## config.mk

```make
export PLATFORM = sky130hd
export DESIGN_NAME = idctPass
export DESIGN_NICKNAME = d
export VERILOG_FILES = /design/src/idctTypesPkg.sv /design/src/idctCoefPkg.sv /design/src/idctMac.sv /design/src/idctPass.sv
export SDC_FILE = /design/constraint.sdc
export NUM_CORES = 2
export LEC_CHECK = 0
export ABC_AREA = 1
export ABC_CLOCK_PERIOD_IN_PS = 7290
export BUFFER_PORTS_ARGS = -buffer_cell sky130_fd_sc_hd__buf_2
export CAP_MARGIN = 20
export CORE_AREA = 10 10 440 442
export CTS_CLUSTER_SIZE = 30
export DETAILED_ROUTE_END_ITERATION = 16
export DIE_AREA = 0 0 450 452
export PLACE_DENSITY_LB_ADDON = 0.25
export REMOVE_ABC_BUFFERS = 1
export SLEW_MARGIN = 25
export SYNTH_ARGS = -nofsm -noshare
export SYNTH_HDL_FRONTEND = slang
export SYNTH_SLANG_ARGS = --single-unit
export TNS_END_PERCENT = 1
```

## constraint.sdc

```tcl
create_clock -name clk -period 7.29 [get_ports clk]
set_clock_uncertainty 0.1 [all_clocks]
set_input_delay 0.3645 -clock clk [delete_from_list [all_inputs] [get_ports clk]]
set_output_delay 0.3645 -clock clk [all_outputs]
set_load 0.02 [all_outputs]
```

## src/idctTypesPkg.sv

```systemverilog
// ---------------------------------------------------------------------
// datapath widths and the signed word types of the 8x8 inverse DCT
// stream beat struct shared by the two transform stages
// ---------------------------------------------------------------------
`default_nettype none

package idctTypesPkg;

   // input coefficients as they arrive on the block stream
   localparam int SampleWidth = 16;

   // every datapath word between and after the passes
   localparam int WordWidth = 24;

   // room for 8 products of a word and a Q15 factor
   localparam int AccWidth = 48;

   // row or column inside a block
   localparam int IndexWidth = 3;

   // position 0..63 inside a block
   localparam int CountWidth = 6;

   typedef logic signed [SampleWidth-1:0] sampleT;

   typedef logic signed [WordWidth-1:0] wordT;

   typedef logic signed [AccWidth-1:0] accT;

   typedef logic [IndexWidth-1:0] indexT;

   typedef logic [CountWidth-1:0] countT;

   // one beat of a transform stream, last marks position 63
   typedef struct packed
   {
      wordT value;
      logic last;
   } wordBeatT;

endpackage

`default_nettype wire

```

## src/idctCoefPkg.sv

```systemverilog
// ---------------------------------------------------------------------
// Q15 cosine factor type and the 8x8 IDCT basis table
// lookup helper indexed by spatial and frequency position
// ---------------------------------------------------------------------
`default_nettype none

package idctCoefPkg;

   import idctTypesPkg::*;

   localparam int CoefWidth = 16;

   typedef logic signed [CoefWidth-1:0] coefT;

   // entry [x][u] is cos((2x+1)*u*pi/16) in Q15
   // column u=0 carries the 1/sqrt(2) factor
   localparam coefT cosTable [8][8] = '{
      '{23170,  32138,  30274,  27246,  23170,  18205,  12540,   6393},
      '{23170,  27246,  12540,  -6393, -23170, -32138, -30274, -18205},
      '{23170,  18205, -12540, -32138, -23170,   6393,  30274,  27246},
      '{23170,   6393, -30274, -18205,  23170,  27246, -12540, -32138},
      '{23170,  -6393, -30274,  18205,  23170, -27246, -12540,  32138},
      '{23170, -18205, -12540,  32138, -23170,  -6393,  30274, -27246},
      '{23170, -27246,  12540,   6393, -23170,  32138, -30274,  18205},
      '{23170, -32138,  30274, -27246,  23170, -18205,  12540,  -6393}
   };

   // x is the spatial position, u the frequency
   function automatic coefT cosAt(input indexT x, input indexT u);
      return cosTable[x][u];
   endfunction

endpackage

`default_nettype wire

```

## src/idctMac.sv

```systemverilog
// ---------------------------------------------------------------------
// two-stage signed multiply-accumulate for one transform pass
// stage one multiplies, stage two sums and emits the shifted result
// ---------------------------------------------------------------------
`timescale 1ns/10ps
`default_nettype none

module idctMac
   import idctTypesPkg::*, idctCoefPkg::*;
#(
   parameter int ResultShift = 15
)
(
   input  logic clk,
   input  logic racc,
   input  logic termValid,
   input  logic termFirst,
   input  logic termLast,
   input  wordT operand,
   input  coefT coef,
   output logic resultValid,
   output wordT result
);

   // product stage flags
   logic prodValid;
   logic prodFirst;
   logic prodLast;

   accT product;
   accT acc;
   accT sumNext;
   accT sumShifted;

   // a first term restarts the sum
   assign sumNext = prodFirst ? product : acc + product;

   assign sumShifted = sumNext >>> ResultShift;

   always_ff @(posedge clk or posedge racc)
   begin
      if (racc)
      begin
         prodValid   <= 1'b0;
         prodFirst   <= 1'b0;
         prodLast    <= 1'b0;
         resultValid <= 1'b0;
      end
      else
      begin
         prodValid   <= termValid;
         prodFirst   <= termFirst;
         prodLast    <= termLast;
         // one-cycle pulse, two cycles after the last term
         resultValid <= prodValid && prodLast;
      end
   end

   always_ff @(posedge clk)
   begin
      if (termValid)
      begin
         product <= accT'(operand) * accT'(coef);
      end
      if (prodValid)
      begin
         acc <= sumNext;
         if (prodLast)
         begin
            result <= wordT'(sumShifted);
         end
      end
   end

endmodule

`default_nettype wire

```

## src/idctPass.sv

```systemverilog
// ---------------------------------------------------------------------
// one 1-D IDCT stage with a 64-word block buffer and term sequencer
// results leave transposed, one held beat at a time
// ---------------------------------------------------------------------
`timescale 1ns/10ps
`default_nettype none

module idctPass
   import idctTypesPkg::*, idctCoefPkg::*;
#(
   parameter int ResultShift = 15
)
(
   input  logic     clk,
   input  logic     racc,
   input  logic     inValid,
   output logic     inReady,
   input  wordT     inWord,
   output logic     outValid,
   input  logic     outReady,
   output wordBeatT outBeat
);

   typedef enum logic [1:0]
   {
      Load,
      Issue,
      WaitResult,
      HoldOutput
   } phaseT;

   phaseT phase;

   // write position while loading
   countT loadCount;

   // {b, a} of the result being worked on, b outer
   countT resultCount;

   // k of the term being issued
   indexT termCount;

   wordT blockBuf [64];

   indexT resA;
   indexT resB;

   // term stream into the MAC
   logic termValid;
   logic termFirst;
   logic termLast;
   wordT termOperand;
   coefT termCoef;

   logic macValid;
   wordT macResult;

   assign resA = resultCount[2:0];
   assign resB = resultCount[5:3];

   assign inReady  = (phase == Load);
   assign outValid = (phase == HoldOutput);

   // R[a][b] needs X[a][k] and cosTable[b][k] for k = 0..7
   assign termValid   = (phase == Issue);
   assign termFirst   = (termCount == 3'd0);
   assign termLast    = (termCount == 3'd7);
   assign termOperand = blockBuf[{resA, termCount}];
   assign termCoef    = cosAt(resB, termCount);

   idctMac #(
      .ResultShift(ResultShift)
   ) mac (
      .clk        (clk),
      .racc       (racc),
      .termValid  (termValid),
      .termFirst  (termFirst),
      .termLast   (termLast),
      .operand    (termOperand),
      .coef       (termCoef),
      .resultValid(macValid),
      .result     (macResult)
   );

   always_ff @(posedge clk or posedge racc)
   begin
      if (racc)
      begin
         phase       <= Load;
         loadCount   <= '0;
         resultCount <= '0;
         termCount   <= '0;
      end
      else
      begin
         case (phase)
            Load:
            begin
               if (inValid)
               begin
                  loadCount <= loadCount + countT'(1);
                  if (loadCount == 6'd63)
                  begin
                     phase <= Issue;
                  end
               end
            end
            Issue:
            begin
               // counter wraps back to 0 after the last term
               termCount <= termCount + indexT'(1);
               if (termLast)
               begin
                  phase <= WaitResult;
               end
            end
            WaitResult:
            begin
               if (macValid)
               begin
                  phase <= HoldOutput;
               end
            end
            HoldOutput:
            begin
               if (outReady)
               begin
                  resultCount <= resultCount + countT'(1);
                  if (outBeat.last)
                  begin
                     phase <= Load;
                  end
                  else
                  begin
                     phase <= Issue;
                  end
               end
            end
            default:
            begin
               phase <= Load;
            end
         endcase
      end
   end

   always_ff @(posedge clk)
   begin
      if (inValid && inReady)
      begin
         blockBuf[loadCount] <= inWord;
      end
      // MAC result is captured once and held until taken
      if (macValid)
      begin
         outBeat.value <= macResult;
         outBeat.last  <= (resultCount == 6'd63);
      end
   end

endmodule

`default_nettype wire

```

==> run_results.csv <==
group,metric,value,unit
status,status,"complete, but fails checks",
status,violations,"negative setup slack",
routing,dr.pass1.iters,6,
power,powerDensity,200,nW/um^2
power,switching_share,0.204,
die,fp.coreArea,185000,sq um
setup_path,end_kind,"flip-flop",
cts,clkLatencyLatePin,0.86,ns
timing,max_clock_freq,0.132,GHz
placed_design,placedCellCount,9833,
final_layout,fin_nets,8124,
placed_design,post-place-ws,-0.815,ns
final_layout,final_cell_mix,"edfxtp_1, nor2_1, o21ai_0",
timing,hold_violations,0,
setup_path,worst_path_max_delay_cell,"fa_1",
placed_design,dp_hpwl,166000,um
setup_path,crit_required,7.76,ns
yosys,ys.warnings.count,0,
timing,setup_violations,26,
setup_path,arrival,8.05,ns
power,p_clk_frac,0.455,
setup_path,reg2reg_depth,29,
yosys,avgSynthCellArea,12.0,sq um
yosys,netlist_instances,6875,
final_layout,drive_above_1_share,0.190,
routing,drtIter0Drc,6319,
yosys,yosysTopAreaCellShare,0.605,
min_path,hold_path_class,"in -> async",
yosys,synth.cell_area,82600,sq um
routing,viasPerCell,5.66,
global_route,antenna_found_initial,7,
yosys,async_reset_ff_frac,0.0125,
timing,setup_ws,-0.295,ns
flow_run,max-cap-violations,0,
global_route,grt_pass1_wl,372000,um
routing,via_count,57731,
placed_design,place_area,91600,sq um
final_layout,final_common_cell,"edfxtp_1",
timing,period_minus_slack,7.58,ns
routing,wl_per_cell,24.6,um
yosys,synth_cell_types,51,
die,fp.dieH,452,um
yosys,synth_enable_flop_cells,1663,
cts,clockRootBuffer,"clkbuf_16",
setup_path,startpoint_type,"flip-flop",
cts,clock_sinks,1684,
final_layout,area_growth,20.2,%
setup_path,cpMostUsedCell,"fa_1",
global_route,grtUsageTotal,0.241,
routing,route.detailed.drc,0,
timing,fin_crit_sh,1.04,
final_layout,final-seq-area,50500,sq um
power,power.switching,4.05,mW
cts,numCtsBuffers,176,
timing,relSlewSlack,0.313,
yosys,synth_ff_type,"edfxtp_1",
yosys,seq_area_frac_synth,0.611,
cts,path_clk_slew,0.06,ns
cts,tritoncts,"yes",
placed_design,gp_congestion,0.927,
routing,ant_nets,0,
power,peakVddDrop,206,uV
power,cellLeakagePower,36.5,nW
die,io_pins,55,
final_layout,fin_cells,10202,
timing,rsz0062_at_grt,"yes",
yosys,ys_ff_latch,1684,
placed_design,portBuffers,54,
die,die_w,450,um
cts,h-tree-depth,4,
die,rows,158,
setup_path,cp_slowest_stage_delay,0.61,ns
cts,clk_path_buf_depth,3,
final_layout,final_area,99300,sq um
timing,worstMarginPinSlew,1.02,ns
yosys,synth_top_area_cell,"edfxtp_1",
routing,wl,251000,um
die,initial_core_util,0.447,
yosys,synthTopCellsByArea,"edfxtp_1, fa_1, nor2_1",
global_route,grt_pass1_vias,58032,
global_route,grt_max_degree,65,
setup_path,crit_type,"reg -> reg",
timing,drv_slew,0,
power,combinationalPowerShare,0.010,
final_layout,nFillCells,15625,
setup_path,crit_fanout,17,
global_route,overflow,0,
power,p_int,15.8,mW
final_layout,multi_input_area,29000,sq um
power,seqPwrFrac,0.536,
die,dieArea,203000,sq um
area by class of cell:
| class | instances | area share |
|---|---|---|
| Timing Repair inverter | 1 | 0.000302 |
| Timing Repair Buffer | 890 | 0.0826 |
| Multi-Input combinational cell | 4149 | 0.292 |
| Clock buffer | 223 | 0.0465 |
| Inverter | 672 | 0.0266 |
| Antenna cell | 2 | 0.0000504 |
| Sequential cell | 1684 | 0.508 |
| Tap cell | 2480 | 0.0312 |
| Clock inverter | 101 | 0.0122 |
layer usage:
| metal | up-vias | global-route usage | wire, um |
|---|---|---|---|
| met5 | - | 0 | 27 |
| met4 | 4 | 0.0920 | 10600 |
| met3 | 484 | 0.0355 | 18900 |
| met2 | 2371 | 0.397 | 119000 |
| met1 | 29063 | 0.323 | 103000 |
| li1 | 25809 | - | - |
power groups by stage:
stage                     combinational [mW]  clock, mW  sequential [mW]
after floorplan                      0.00178          0             10.8
after global placement                 0.182          0             10.8
after detailed placement               0.187          0             10.8
after CTS                              0.189       9.12             10.6
after global routing                   0.200       9.51             10.6
final                                  0.190       9.01             10.6
critical path, delay by kind of cell, from the launching register on:
kind            cells  cell delay, ns
fa+ha+maj           7            3.30
buf+inv            10            1.31
compound gates      5            0.92
xor+xnor            1            0.10
simple gates        6            1.04
flops               1            0.53
what timing repair did:
action	4_1_cts	5_1_grt
gates cloned	2	7
pin swaps	43	82
hold endpoints to repair	91	0
setup buffers	12	19
hold buffers	4	0
endpoints found under the setup margin	29	28
gates resized for setup	175	154
stage by stage:
stage	hold WS, ns	total power, mW	setup TNS (ns)	utilization
2_1_floorplan	0.241	10.8	-861.30	-
3_3_place_gp	0.303	11.0	-13.63	0.496
3_5_place_dp	0.305	11.0	-15.32	0.496
4_1_cts	0.0244	19.9	-3.56	0.533
5_1_grt	0.108	20.3	-10.63	0.538
6_report	0.0694	19.8	-4.83	0.538
sequential cells by signal (all words and copies together), names as in the netlist, 3 cells and up:
register and cells:
mac.product 39, blockBuf 1536, mac.result 24, mac.acc 39, loadCount 6, outBeat 25
termCount 3, resultCount 6
synth_stat cells (9+ instances only):
cell type  number
a21oi_1       120
dfrtp_1        21
buf_1          13
nand2_1       613
o221ai_1      228
buf_2         167
ha_1          153
o211ai_1      156
mux2i_1        92
xnor2_1        28
nand3_1       235
nand4_1        16
a21o_1         21
nor2_1       1048
o21ai_0       737
nand3_2         9
nor4_1          9
clkbuf_1      153
fa_1          369
or2_2          11
inv_2          32
o22ai_1       153
a31oi_1        18
edfxtp_1     1663
nor3_1         22
o21ai_1        20
inv_1         635
xor2_1         40
buf_4          30
cell families (layout without fill, tap and decap cells):
logic type,Yosys count,after routing,share of synthesized area
muxes,92,92,0.0111
xor gates and xnor gates,68,68,0.00721
other,0,2,0
and+or+nand+nor,1979,1979,0.0961
buffers and inverters,1042,1887,0.0520
AOI/OAI and AO/OA,1488,1488,0.110
DFF,1684,1684,0.611
adders and majority gates,522,522,0.113
path summary, 6_finish.rpt:
path | endpoint | slack [ns] | startpoint
worst max register to register | mac.product[35] | -0.29 | termCount[0]
max in group asynchronous | termCount[0] | 6.62 | racc
min in group clk | blockBuf[28][9] | 0.13 | inWord[9]
worst min register to register | outBeat[9] | 0.31 | mac.result[8]
worst max-delay path | mac.product[35] | -0.29 | termCount[0]
worst min-delay path | mac.prodLast | 0.07 | racc
No activity file was read; power rests on OpenSTA's default activity.
